### config.mk
export PLATFORM = sky130hd
export DESIGN_NAME = dbg_entry_monitor
export DESIGN_NICKNAME = d
export VERILOG_FILES = /design/src/hw/dbg_mon_pkg.sv /design/src/hw/cause_tracker.sv /design/src/hw/dbg_entry_monitor.sv /design/src/hw/debug_entry_check.sv /design/src/hw/retire_decoder.sv
export SDC_FILE = /design/constraint.sdc
export NUM_CORES = 1
export LEC_CHECK = 0
export ABC_AREA = 1
export BUFFER_PORTS_ARGS = -buffer_cell sky130_fd_sc_hd__buf_4
export CAP_MARGIN = 5
export CORE_MARGIN = 3
export CORE_UTILIZATION = 45
export CTS_CLUSTER_SIZE = 8
export DETAILED_ROUTE_END_ITERATION = 6
export PLACE_DENSITY_LB_ADDON = 0.05
export SYNTH_ARGS = -nofsm -noshare
export SYNTH_HDL_FRONTEND = slang
export SYNTH_HIERARCHICAL = 1
export SYNTH_SLANG_ARGS = --single-unit
### constraint.sdc
create_clock -name cov_assert_if -period 1.5 [get_ports cov_assert_if]
set_input_delay 0.3 -clock cov_assert_if [delete_from_list [all_inputs] [get_ports cov_assert_if]]
set_output_delay 0.3 -clock cov_assert_if [all_outputs]
set_load 0.005 [all_outputs]
### src/hw/dbg_mon_pkg.sv
// Shared constants and types for the debug-entry monitor.
// Holds the instruction encodings the decoder looks for, the dcsr cause codes
// and the view of a retired instruction word as full or as two halves.

package dbg_mon_pkg;

  // ----------------------------------------
  // Instruction encodings
  // ----------------------------------------

  // Full 32-bit system instructions
  localparam logic [31:0] EBREAK_OPCODE = 32'h0010_0073;
  localparam logic [31:0] WFI_OPCODE    = 32'h1050_0073;
  localparam logic [31:0] DRET_OPCODE   = 32'h7b20_0073;

  // Compressed ebreak, found in the low half of the word
  localparam logic [15:0] CEBREAK_OPCODE = 16'h9002;

  // ----------------------------------------
  // Debug cause codes
  // ----------------------------------------

  // Same encoding as dcsr.cause
  localparam int unsigned CAUSE_W = 3;

  localparam logic [CAUSE_W-1:0] CAUSE_NONE    = 3'd0;
  localparam logic [CAUSE_W-1:0] CAUSE_EBREAK  = 3'd1;
  localparam logic [CAUSE_W-1:0] CAUSE_TRIGGER = 3'd2;
  localparam logic [CAUSE_W-1:0] CAUSE_HALTREQ = 3'd3;
  localparam logic [CAUSE_W-1:0] CAUSE_STEP    = 3'd4;

  // ----------------------------------------
  // Instruction word
  // ----------------------------------------

  // One retired word, read two ways
  //   word    : the whole 32-bit instruction
  //   half[1] : upper 16 bits
  //   half[0] : lower 16 bits, where a compressed instruction sits
  // A compressed instruction has half[0][1:0] != 2'b11
  typedef union packed {
    logic [31:0]       word;
    logic [1:0][15:0]  half;
  } instr_word_u;

endpackage

### src/hw/cause_tracker.sv
// Tracks what the core must report on its next debug entry.
// Keeps the expected dcsr cause, the predicted dpc and the WFI sleep state,
// all updated one cycle after the decoder stage.
// Cause and dpc only move on retirements outside debug mode.

`timescale 1ns/1ps

module cause_tracker #(
  parameter int unsigned PC_W = 32
) (
  input  logic                            cov_assert_if,
  input  logic                            reset_i,
  input  logic                            st_valid_i,
  input  logic [PC_W-1:0]                 st_pc_i,
  input  logic [PC_W-1:0]                 st_next_pc_i,
  input  logic                            st_debug_mode_i,
  input  logic                            st_debug_req_i,
  input  logic                            st_step_i,
  input  logic                            st_ebreakm_i,
  input  logic                            st_trigger_i,
  input  logic                            st_irq_i,
  input  logic                            dec_ebreak_i,
  input  logic                            dec_wfi_i,
  output logic [dbg_mon_pkg::CAUSE_W-1:0] cause_o,
  output logic [PC_W-1:0]                 dpc_pred_o,
  output logic                            in_wfi_o
);

  import dbg_mon_pkg::*;

  logic [CAUSE_W-1:0] cause_q;
  logic [CAUSE_W-1:0] cause_d;
  logic [PC_W-1:0]    dpc_q;
  logic [PC_W-1:0]    dpc_d;
  logic               in_wfi_q;
  logic               track_en;
  logic               wfi_set;
  logic               wfi_clr;

  // Only retirements in normal mode change the prediction
  assign track_en = st_valid_i && !st_debug_mode_i;

  // ----------------------------------------
  // Cause priority
  // ----------------------------------------

  // Trigger beats ebreak beats haltreq beats step
  always_comb begin
    if (st_trigger_i) begin
      cause_d = CAUSE_TRIGGER;
    end else if (dec_ebreak_i && st_ebreakm_i) begin
      cause_d = CAUSE_EBREAK;
    end else if (st_debug_req_i) begin
      cause_d = CAUSE_HALTREQ;
    end else if (st_step_i && ((cause_q == CAUSE_NONE) || (cause_q == CAUSE_STEP))) begin
      cause_d = CAUSE_STEP;
    end else begin
      cause_d = CAUSE_NONE;
    end
  end

  // Trigger and ebreak halt before the instruction completes, so dpc points at it
  always_comb begin
    if ((cause_d == CAUSE_TRIGGER) || (cause_d == CAUSE_EBREAK)) begin
      dpc_d = st_pc_i;
    end else begin
      dpc_d = st_next_pc_i;
    end
  end

  always_ff @(posedge cov_assert_if) begin
    if (reset_i) begin
      cause_q <= CAUSE_NONE;
      dpc_q   <= '0;
    end else if (track_en) begin
      cause_q <= cause_d;
      dpc_q   <= dpc_d;
    end
  end

  // ----------------------------------------
  // WFI sleep state
  // ----------------------------------------

  // No sleep in debug mode, while stepping or with a halt request pending
  assign wfi_set = dec_wfi_i && !st_debug_mode_i && !st_step_i && !st_debug_req_i;
  assign wfi_clr = st_irq_i || st_debug_req_i;

  // Wake-up has priority over a new wfi
  always_ff @(posedge cov_assert_if) begin
    if (reset_i) begin
      in_wfi_q <= 1'b0;
    end else if (wfi_clr) begin
      in_wfi_q <= 1'b0;
    end else if (wfi_set) begin
      in_wfi_q <= 1'b1;
    end
  end

  assign cause_o    = cause_q;
  assign dpc_pred_o = dpc_q;
  assign in_wfi_o   = in_wfi_q;

endmodule

### src/hw/dbg_entry_monitor.sv
// Debug-entry monitor for a small RISC-V core.
// Feed it the retirement stream and debug status; it predicts cause, dpc and
// WFI state and flags bad debug entries. Outputs lag the inputs by two cycles.

`timescale 1ns/1ps

module dbg_entry_monitor #(
  parameter int unsigned PC_W = 32
) (
  input  logic                            cov_assert_if,
  input  logic                            reset_i,
  input  logic                            retire_valid_i,
  input  logic [PC_W-1:0]                 retire_pc_i,
  input  logic [PC_W-1:0]                 retire_next_pc_i,
  input  logic [31:0]                     retire_instr_i,
  input  logic                            debug_mode_i,
  input  logic                            debug_req_i,
  input  logic                            dcsr_step_i,
  input  logic                            dcsr_ebreakm_i,
  input  logic                            trigger_hit_i,
  input  logic                            irq_pending_i,
  input  logic [PC_W-1:0]                 halt_addr_i,
  output logic [dbg_mon_pkg::CAUSE_W-1:0] cause_o,
  output logic [PC_W-1:0]                 dpc_pred_o,
  output logic                            in_wfi_o,
  output logic                            first_dbg_o,
  output logic                            halt_pc_err_o,
  output logic                            dret_mmode_o
);

  // Staged retirement, shared by both second-stage blocks
  logic            st_valid;
  logic [PC_W-1:0] st_pc;
  logic [PC_W-1:0] st_next_pc;
  logic            st_debug_mode;
  logic            st_debug_req;
  logic            st_step;
  logic            st_ebreakm;
  logic            st_trigger;
  logic            st_irq;
  logic [PC_W-1:0] st_halt_addr;
  logic            dec_ebreak;
  logic            dec_wfi;
  logic            dec_dret;

  retire_decoder #(
    .PC_W (PC_W)
  ) i_retire_decoder (
    .cov_assert_if    (cov_assert_if),
    .reset_i          (reset_i),
    .retire_valid_i   (retire_valid_i),
    .retire_pc_i      (retire_pc_i),
    .retire_next_pc_i (retire_next_pc_i),
    .retire_instr_i   (retire_instr_i),
    .debug_mode_i     (debug_mode_i),
    .debug_req_i      (debug_req_i),
    .dcsr_step_i      (dcsr_step_i),
    .dcsr_ebreakm_i   (dcsr_ebreakm_i),
    .trigger_hit_i    (trigger_hit_i),
    .irq_pending_i    (irq_pending_i),
    .halt_addr_i      (halt_addr_i),
    .st_valid_o       (st_valid),
    .st_pc_o          (st_pc),
    .st_next_pc_o     (st_next_pc),
    .st_debug_mode_o  (st_debug_mode),
    .st_debug_req_o   (st_debug_req),
    .st_step_o        (st_step),
    .st_ebreakm_o     (st_ebreakm),
    .st_trigger_o     (st_trigger),
    .st_irq_o         (st_irq),
    .st_halt_addr_o   (st_halt_addr),
    .dec_ebreak_o     (dec_ebreak),
    .dec_wfi_o        (dec_wfi),
    .dec_dret_o       (dec_dret)
  );

  cause_tracker #(
    .PC_W (PC_W)
  ) i_cause_tracker (
    .cov_assert_if   (cov_assert_if),
    .reset_i         (reset_i),
    .st_valid_i      (st_valid),
    .st_pc_i         (st_pc),
    .st_next_pc_i    (st_next_pc),
    .st_debug_mode_i (st_debug_mode),
    .st_debug_req_i  (st_debug_req),
    .st_step_i       (st_step),
    .st_ebreakm_i    (st_ebreakm),
    .st_trigger_i    (st_trigger),
    .st_irq_i        (st_irq),
    .dec_ebreak_i    (dec_ebreak),
    .dec_wfi_i       (dec_wfi),
    .cause_o         (cause_o),
    .dpc_pred_o      (dpc_pred_o),
    .in_wfi_o        (in_wfi_o)
  );

  debug_entry_check #(
    .PC_W (PC_W)
  ) i_debug_entry_check (
    .cov_assert_if   (cov_assert_if),
    .reset_i         (reset_i),
    .st_valid_i      (st_valid),
    .st_pc_i         (st_pc),
    .st_debug_mode_i (st_debug_mode),
    .st_halt_addr_i  (st_halt_addr),
    .dec_ebreak_i    (dec_ebreak),
    .dec_dret_i      (dec_dret),
    .first_dbg_o     (first_dbg_o),
    .halt_pc_err_o   (halt_pc_err_o),
    .dret_mmode_o    (dret_mmode_o)
  );

endmodule

### src/hw/debug_entry_check.sv
// Output stage of the debug-entry monitor.
// Spots the first instruction retired in debug mode, checks it against the
// aligned halt address and flags a dret retired in machine mode.
// All three outputs are registered one-cycle pulses.

`timescale 1ns/1ps

module debug_entry_check #(
  parameter int unsigned PC_W = 32
) (
  input  logic            cov_assert_if,
  input  logic            reset_i,
  input  logic            st_valid_i,
  input  logic [PC_W-1:0] st_pc_i,
  input  logic            st_debug_mode_i,
  input  logic [PC_W-1:0] st_halt_addr_i,
  input  logic            dec_ebreak_i,
  input  logic            dec_dret_i,
  output logic            first_dbg_o,
  output logic            halt_pc_err_o,
  output logic            dret_mmode_o
);

  logic            seen_q;
  logic            first_hit;
  logic [PC_W-1:0] halt_aligned;
  logic            first_dbg_q;
  logic            halt_pc_err_q;
  logic            dret_mmode_q;

  // ----------------------------------------
  // First instruction in debug mode
  // ----------------------------------------

  assign first_hit = st_valid_i && st_debug_mode_i && !seen_q;

  // Set once debug code starts retiring
  // An ebreak inside debug mode jumps back to the halt address, so rearm
  always_ff @(posedge cov_assert_if) begin
    if (reset_i) begin
      seen_q <= 1'b0;
    end else if (!st_debug_mode_i) begin
      seen_q <= 1'b0;
    end else if (dec_ebreak_i) begin
      seen_q <= 1'b0;
    end else if (st_valid_i) begin
      seen_q <= 1'b1;
    end
  end

  // Halt address is word aligned by the core
  assign halt_aligned = {st_halt_addr_i[PC_W-1:2], 2'b00};

  // ----------------------------------------
  // Event and fault pulses
  // ----------------------------------------

  always_ff @(posedge cov_assert_if) begin
    if (reset_i) begin
      first_dbg_q   <= 1'b0;
      halt_pc_err_q <= 1'b0;
      dret_mmode_q  <= 1'b0;
    end else begin
      first_dbg_q   <= first_hit;
      halt_pc_err_q <= first_hit && (st_pc_i != halt_aligned);
      // dret is illegal outside debug mode
      dret_mmode_q  <= dec_dret_i && !st_debug_mode_i;
    end
  end

  assign first_dbg_o   = first_dbg_q;
  assign halt_pc_err_o = halt_pc_err_q;
  assign dret_mmode_o  = dret_mmode_q;

endmodule

### src/hw/retire_decoder.sv
// Input stage of the debug-entry monitor.
// Captures every retirement together with the core status in one register
// stage and classifies the staged word as ebreak, wfi or dret.

`timescale 1ns/1ps

module retire_decoder #(
  parameter int unsigned PC_W = 32
) (
  input  logic            cov_assert_if,
  input  logic            reset_i,
  input  logic            retire_valid_i,
  input  logic [PC_W-1:0] retire_pc_i,
  input  logic [PC_W-1:0] retire_next_pc_i,
  input  logic [31:0]     retire_instr_i,
  input  logic            debug_mode_i,
  input  logic            debug_req_i,
  input  logic            dcsr_step_i,
  input  logic            dcsr_ebreakm_i,
  input  logic            trigger_hit_i,
  input  logic            irq_pending_i,
  input  logic [PC_W-1:0] halt_addr_i,
  output logic            st_valid_o,
  output logic [PC_W-1:0] st_pc_o,
  output logic [PC_W-1:0] st_next_pc_o,
  output logic            st_debug_mode_o,
  output logic            st_debug_req_o,
  output logic            st_step_o,
  output logic            st_ebreakm_o,
  output logic            st_trigger_o,
  output logic            st_irq_o,
  output logic [PC_W-1:0] st_halt_addr_o,
  output logic            dec_ebreak_o,
  output logic            dec_wfi_o,
  output logic            dec_dret_o
);

  import dbg_mon_pkg::*;

  instr_word_u st_instr_q;
  logic        is_compressed;

  // Staged status flags
  always_ff @(posedge cov_assert_if) begin
    if (reset_i) begin
      st_valid_o      <= 1'b0;
      st_debug_mode_o <= 1'b0;
      st_debug_req_o  <= 1'b0;
      st_step_o       <= 1'b0;
      st_ebreakm_o    <= 1'b0;
      st_trigger_o    <= 1'b0;
      st_irq_o        <= 1'b0;
    end else begin
      st_valid_o      <= retire_valid_i;
      st_debug_mode_o <= debug_mode_i;
      st_debug_req_o  <= debug_req_i;
      st_step_o       <= dcsr_step_i;
      st_ebreakm_o    <= dcsr_ebreakm_i;
      st_trigger_o    <= trigger_hit_i;
      st_irq_o        <= irq_pending_i;
    end
  end

  // Staged retirement payload
  always_ff @(posedge cov_assert_if) begin
    st_pc_o         <= retire_pc_i;
    st_next_pc_o    <= retire_next_pc_i;
    st_halt_addr_o  <= halt_addr_i;
    st_instr_q.word <= retire_instr_i;
  end

  // ----------------------------------------
  // Decode of the staged word
  // ----------------------------------------

  // Low two bits of 2'b11 mark a full-width instruction
  assign is_compressed = (st_instr_q.half[0][1:0] != 2'b11);

  assign dec_ebreak_o = st_valid_o
                      && ((st_instr_q.word == EBREAK_OPCODE)
                          || (is_compressed && (st_instr_q.half[0] == CEBREAK_OPCODE)));
  assign dec_wfi_o    = st_valid_o && (st_instr_q.word == WFI_OPCODE);
  assign dec_dret_o   = st_valid_o && (st_instr_q.word == DRET_OPCODE);

endmodule

# == After elaboration in Yosys (flattened, before gate mapping) ==
# Cells that the tools add are included.
# totals
reg_bits,175
out_inout_bits,39
word_cells,58
inputBits,137
# classes
n_reduce_logical,25
mux,5
eq_ne,9
bitwise,1
# ops
cell,count
$eq A32 B21 Y1 const B,1
$eq A32 B29 Y1 const B,1
$eq A32 B31 Y1 const B,1
$mux W32,1
$ne A32 B32 Y1,1
$eq A16 B16 Y1 const B,1
$logic_and A1 B1 Y1,14
$mux W3,4
$logic_not A1 Y1,4
$logic_or A1 B1 Y1,4
$eq A3 B1 Y1 const B,1
$eq A3 B2 Y1 const B,1
$eq A3 B3 Y1 const B,1
$logic_not A3 Y1,1
$reduce_or A3 Y1,1
$ne A2 B2 Y1 const B,1
$reduce_or A2 Y1,1
$not A1 Y1,1

# == Longest topological paths before layout ==
# Gate-level depths: netlist (run 1).
# logic_depth
ltp_word,10
ltp_mapped,14
ltp_nobuf,13

# == Modules after synthesis ==
# The synthesis (run 1) kept the hierarchy.
# by_module_without_submodules
module,seq_area_each_um2,area_each_um2,n_inst,cells_each
retire_decoder,2702.6,3074.2,1,226
cause_tracker,720.7,1886.8,1,307
debug_entry_check,80.1,768.2,1,182

# == Worst setup path after synthesis (run 1) ==
# No wires, ideal clock.
# synth_path
kind,register to register
from,register i_retire_decoder/st_instr_q[8] in the netlist's numbering
to,register i_cause_tracker.dpc_q[3] (netlist: i_cause_tracker/dpc_pred_o[3])
path_slack_ps,34
required_time_ps,1444
arrival_ps,1410
path_stages_with_launch,15
period_less_slack_ps,1466
path_buffers,1
setup_time_ps,56
cell_sequence,dfxtp_1 > inv_1 > nand2_1 > nor2_1 > nand2_1 > nor2_2 > nand2_1 > a21oi_2 > nand2_2 > nand2_2 > buf_2 > nand2_1 > nand3_1 > nand2_1 > inv_1
# synth_via
elab_chain_len,10
word_cells_on_any_way,12
cone_classes,4 x eq/ne; 3 x mux; 5 x reduce/logical
# synth_rtl
item,line,rtl
"start, declared",retire_decoder.sv:40,instr_word_u st_instr_q;
$eq A16 B16 Y1,retire_decoder.sv:81,|| (is_compressed && (st_instr_q.half[0] == CEBREAK_OPCODE)));
$logic_and A1 B1 Y1,retire_decoder.sv:81,
$logic_or A1 B1 Y1 *,retire_decoder.sv:81,
$logic_and A1 B1 Y1 *,retire_decoder.sv:80,&& ((st_instr_q.word == EBREAK_OPCODE)
net dec_ebreak,dbg_entry_monitor.sv:42,logic dec_ebreak;
$logic_and A1 B1 Y1 *,cause_tracker.sv:51,end else if (dec_ebreak_i && st_ebreakm_i) begin
$mux W3 *,cause_tracker.sv:51,
$mux W3 *,cause_tracker.sv:49,if (st_trigger_i) begin
$eq A3 B2 Y1 / $eq A3 B1 Y1 (equally long branches),cause_tracker.sv:64,if ((cause_d == CAUSE_TRIGGER) || (cause_d == CAUSE_EBREAK)) begin
$logic_or A1 B1 Y1 *,cause_tracker.sv:64,
$mux W32 *,cause_tracker.sv:64,
"end signal, assigned",cause_tracker.sv:77,dpc_q <= dpc_d;
"end, declared",cause_tracker.sv:33,logic [PC_W-1:0] dpc_q;
# The timed path passes the listed nets; every way through them passes the cells marked *.
# A chain may end at the register's enable or synchronous reset.

# == Worst setup path after layout (run 1) ==
# layout_path
from,register i_retire_decoder/st_instr_q[8] in the netlist's numbering
to,register i_cause_tracker.dpc_q[28] (netlist: i_cause_tracker/dpc_pred_o[28])
# The elaborated chain is that of the path after synthesis.

==> flow_metrics.tcl, run 1 <==
set metrics [dict create \
    cap_violations 0 \
    clkSinkCount 173 \
    slew_headroom 0.756 \
    fp.dieW_um 118 \
    cts.path.max_buffers 2 \
    firstDrtPassIters 4 \
    gp_congestion 0.797 \
    numPortBuffers 173 \
    initial_core_util 0.468 \
    cts_root_buffer "clkbuf_16" \
    die_area_um2 14000 \
    design_area_um2 9500 \
    pin_count 176 \
    fin_cells 1224 \
    crit_top_cell "nand2_2" \
    seqCellArea_um2 3480 \
    grt_first_pass_wirelength_um 25400 \
    crit_path_end_kind "flip-flop" \
    place_inst 1056 \
    cts_max_level 4 \
    tritoncts "done" \
    syn_nets 850 \
    drt_first_iter_violations 310 \
    slew_viol_final 0 \
    cpMaxStageDelayCell "dfxtp_2" \
    crit_fanout 6 \
    drive_gt1_frac 0.307 \
    cp.required_ns 1.87 \
    wl_per_cell_um 13.4 \
    worst_slew_pin_slew_ns 0.367 \
    grt_overflow 0 \
    fin_tns_setup_ns -7.89 \
    rsz0062_at_grt "true" \
    period_needed_ns 1.76 \
    power.density_nw_per_um2 1100 \
    antennaDiodeCount 0 \
    multiInputGateArea_um2 1840 \
    grt.total_usage 0.231 \
    peakVddDrop_v 0.000873 \
    critical_path_class "flip-flop to flip-flop" \
    area_delta_synth_final_pct 67.1 \
    wirelength_um 16500 \
    slowest_delay_ns 0.32 \
    post-route-period-util 1.18 \
    syn_inst 713 \
    finalHoldViolations 0 \
    crit_chain "inv_2 > nand2_2 > nor2_4 > nand2_2 > nor2_2 > nand2_1 > a21oi_2 > nand2_4 > nand2_8 > clkbuf_16 > nand2_2 > nand3_1 > nand2_1 > inv_1" \
    final.fill_count 804 \
    vias 5386 \
    clkTransAtPathRegs_ns 0.06 \
    viasPerCell 4.40 \
    utilization 0.781 \
    synth_area_um2 5690 \
    leakage_nw 4.86 \
    placed_cell_area_um2 7260 \
    yosysWarnings 6 \
    path_buf_inv 3 \
    num_rows 40 \
    place_ws_ns -0.261 \
    setup_viol 35 \
    timing.fmax_mhz 567 \
    hp-class "input port to flip-flop" \
    cts_buffers 17 \
    postRouteAntennaNets 0 \
    cp.arrival_ns 2.14 \
    grt_max_degree 55 \
    critical_path_depth 14 \
    failed_checks "setup timing" \
    hold-path-cell-count 3 \
    antenna_found_initial 0 \
    syn_area_per_cell_um2 7.98 \
    die_y_um 118 \
    setup_ws_ns -0.264 \
    outcome "finished with violations" \
    cp_top_family "simple AND/OR/NAND/NOR gates" \
    dpl.hpwl_um 9920 \
    final_nets 1182 \
    drc_errors 0 \
    core-area_um2 12200 \
    cp-start-kind "flip-flop" \
    reg2regPathDepth 14 \
    grt_pass1_vias 5399 \
    fin_skew_ns 0.0102 \
    clock_latency_ns 0.42 \
]
-- tightest hold or removal path, cell delays in order --
cell and delay, ns:
buf_4 0.08, inv_1 0.03, nor2_1 0.06
-- what timing repair did --
| action | 4_1_cts | 5_1_grt |
|---|---|---|
| endpoints found under the setup margin | 35 | 35 |
| endpoints found under the hold margin | 126 | 0 |
| cloned | 0 | 4 |
| pin swaps | 1 | 7 |
| setup buffers | 2 | 6 |
| gates resized for setup | 26 | 76 |
| hold buffers | 126 | 0 |
-- registers in the layout, summed over array words and instances, names as in the netlist, 3 cells and up --
signal,count
i_retire_decoder/st_next_pc_o,32
i_cause_tracker/dpc_pred_o,32
i_cause_tracker/cause_o,3
i_retire_decoder/st_pc_o,32
i_retire_decoder/st_instr_q,32
i_retire_decoder/st_halt_addr_o,30
-- path summary, 6_finish.rpt --
kind	from	to	slack, ns
worst max-delay path	i_retire_decoder/st_instr_q[8]	i_cause_tracker/dpc_pred_o[28]	-0.26
worst min-delay path	irq_pending_i	i_retire_decoder/st_irq_o	0.08
worst max register to register	i_retire_decoder/st_instr_q[8]	i_cause_tracker/dpc_pred_o[28]	-0.26
worst min register to register	i_debug_entry_check/seen_q	i_debug_entry_check/first_dbg_o	0.44
-- through the flow --
stage                     total power, mW  hold slack [ns]
after floorplan                      5.43            0.328
after global placement               5.89            0.405
after detailed placement             5.92            0.405
after CTS                            10.4           0.0609
after global routing                 10.8           0.0660
final                                10.4           0.0789
-- layout by cell type, fill, tap and decap left out, types with 11 or more instances in the layout --
master and instances:
nand3_1 59, dlygate4sd3_1 126, dfxtp_2 16, nand2_1 145, nand3_2 11, buf_4 197, nand2_2 29, clkbuf_16 20
inv_2 16, dfxtp_1 157, inv_1 108, nor2_1 120
-- where the power goes --
group	switching (mW)	internal [mW]	leakage (nW)
Clock	1.67	2.56	0.276
Sequential	0.143	4.86	1.45
Combinational	0.473	0.729	3.14
Total	2.29	8.15	4.86
-- routing by layer --
layer / vias up / part of all wire / GRT usage
met5: - / 0 / 0
met4: 0 / 0.020 / 0.0673
met3: 26 / 0.060 / 0.0785
met2: 163 / 0.54 / 0.435
met1: 2420 / 0.38 / 0.242
li1: 2777 / - / -
-- layout make-up --
class                           count  area share
Sequential cell                   173       0.367
Timing Repair Buffer              333       0.309
Multi-Input combinational cell    396       0.194
Clock buffer                       24      0.0507
Inverter                          124      0.0490
Tap cell                          168      0.0221
Clock inverter                      6     0.00908
Note: power is estimated with default switching activity, not from simulation.
==> run 2: changes to the inputs <==
- CORE_MARGIN: 3 -> 10
==> flow_metrics.tcl, run 2 (synthesis gave the netlist of run 1 again) <==
set metrics [dict create \
    clkSinkCount 173 \
    grt_overflow 0 \
    slew_viol_final 0 \
    place_ws_ns -0.234 \
    area_delta_synth_final_pct 61.8 \
    crit_path_end_kind "flip-flop" \
    tritoncts "done" \
    cts_root_buffer "clkbuf_16" \
    wl_per_cell_um 14.2 \
    fin_skew_ns 0.00789 \
    pin_count 176 \
    grt_first_pass_wirelength_um 27000 \
    gp_congestion 0.802 \
    cp.required_ns 1.83 \
    num_rows 41 \
    slew_headroom 0.761 \
    cp.arrival_ns 2.04 \
    dpl.hpwl_um 11100 \
    setup_ws_ns -0.210 \
    post-route-period-util 1.14 \
    postRouteAntennaNets 0 \
    die_area_um2 17500 \
    firstDrtPassIters 5 \
    grt_pass1_vias 5302 \
    crit_fanout 15 \
    core-area_um2 12500 \
    worst_slew_pin_slew_ns 0.358 \
    power.density_nw_per_um2 1120 \
    cts_setup_buffers 0 \
    grt_max_degree 66 \
    cap_violations 0 \
    fp.dieW_um 132 \
    numPortBuffers 173 \
    cp-start-kind "flip-flop" \
    viasPerCell 4.26 \
    period_needed_ns 1.71 \
    outcome "finished with violations" \
    cts.path.max_buffers 2 \
    setup_viol 35 \
    peakVddDrop_v 0.000984 \
    leakage_nw 4.73 \
    drive_gt1_frac 0.248 \
    antennaDiodeCount 0 \
    clock_latency_ns 0.43 \
    final_nets 1171 \
    seqCellArea_um2 3470 \
    initial_core_util 0.455 \
    cts_buffers 17 \
    wirelength_um 17300 \
    clkTransAtPathRegs_ns 0.06 \
    multiInputGateArea_um2 1710 \
    grt.total_usage 0.195 \
    drt_first_iter_violations 270 \
    antenna_found_initial 0 \
    final.fill_count 940 \
    fin_hold_ws_ns 0.0768 \
    rsz0062_at_grt "true" \
    die_y_um 132 \
    timing.fmax_mhz 585 \
    finalHoldViolations 0 \
    final_common_cell "buf_4" \
    vias 5193 \
    drc_errors 0 \
    failed_checks "setup timing" \
    critical_path_class "flip-flop to flip-flop" \
    utilization 0.735 \
    finalPower_mw 10.3 \
    final_cell_mix "buf_4 (189), nand2_1 (169), dfxtp_1 (168), dlygate4sd3_1 (126), nor2_1 (123)" \
    hp-class "input port to flip-flop" \
    cts_max_level 4 \
]
[run 2: through the flow]
step	std cells	area, um2	setup TNS, ns
6_report	1219	9200	-5.76
5_1_grt	1219	9200	-10.22
4_1_cts	1219	9130	-6.05
3_5_place_dp	1061	7270	-6.74
3_3_place_gp	1061	7270	-5.96
2_1_floorplan	713	5690	0
[run 2: power by group]
group          internal (mW)  total [mW]  switching [mW]
registers               4.85        4.98           0.135
logic                  0.696        1.15           0.455
clock network           2.31        4.18            1.87
total                   7.86        10.3            2.46
[run 2: cell type report]
cell class	instances	share of cell area
Sequential cell	173	0.377
Timing Repair Buffer	322	0.302
Multi-Input combinational cell	396	0.185
Inverter	124	0.0506
Clock buffer	18	0.0466
Tap cell	172	0.0234
Clock inverter	14	0.0148
[run 2: repair_timing]
action / CTS / global route
pin swaps: 3 / 7
endpoints found under the setup margin: 35 / 35
hold endpoints to repair: 126 / 0
resized for setup: 11 / 24
hold buffers: 126 / 0
[run 2: routing by layer]
metal  vias up  routed length, um  GRT usage  part of all wire
met4         0                251     0.0593             0.015
met5         -                  0          0                 0
li1       2750                  -          -                 -
met2       139               9240      0.358              0.53
met3        17                975     0.0647             0.056
met1      2287               6820      0.206              0.39
[run 2: path summary, 6_finish.rpt]
check                                   from                              end  slack [ns]  depth (start not counted)
max          i_retire_decoder/st_instr_q[19]    i_cause_tracker/dpc_pred_o[6]       -0.21                         12
min                            trigger_hit_i    i_retire_decoder/st_trigger_o        0.08                          3
max reg2reg  i_retire_decoder/st_instr_q[19]    i_cause_tracker/dpc_pred_o[6]       -0.21                         12
min reg2reg       i_debug_entry_check/seen_q  i_debug_entry_check/first_dbg_o        0.43                          1
[run 2: worst max-delay path: stages (launching register included)]
cell	delay, ns
dfxtp_1	0.31
nor2_1	0.08
and2_1	0.16
nand2_1	0.08
nor2_1	0.09
nand2_1	0.07
a21oi_2	0.22
nand2_4	0.13
buf_8	0.18
nand3_1	0.08
nand3_1	0.09
nand2_1	0.08
inv_1	0.04
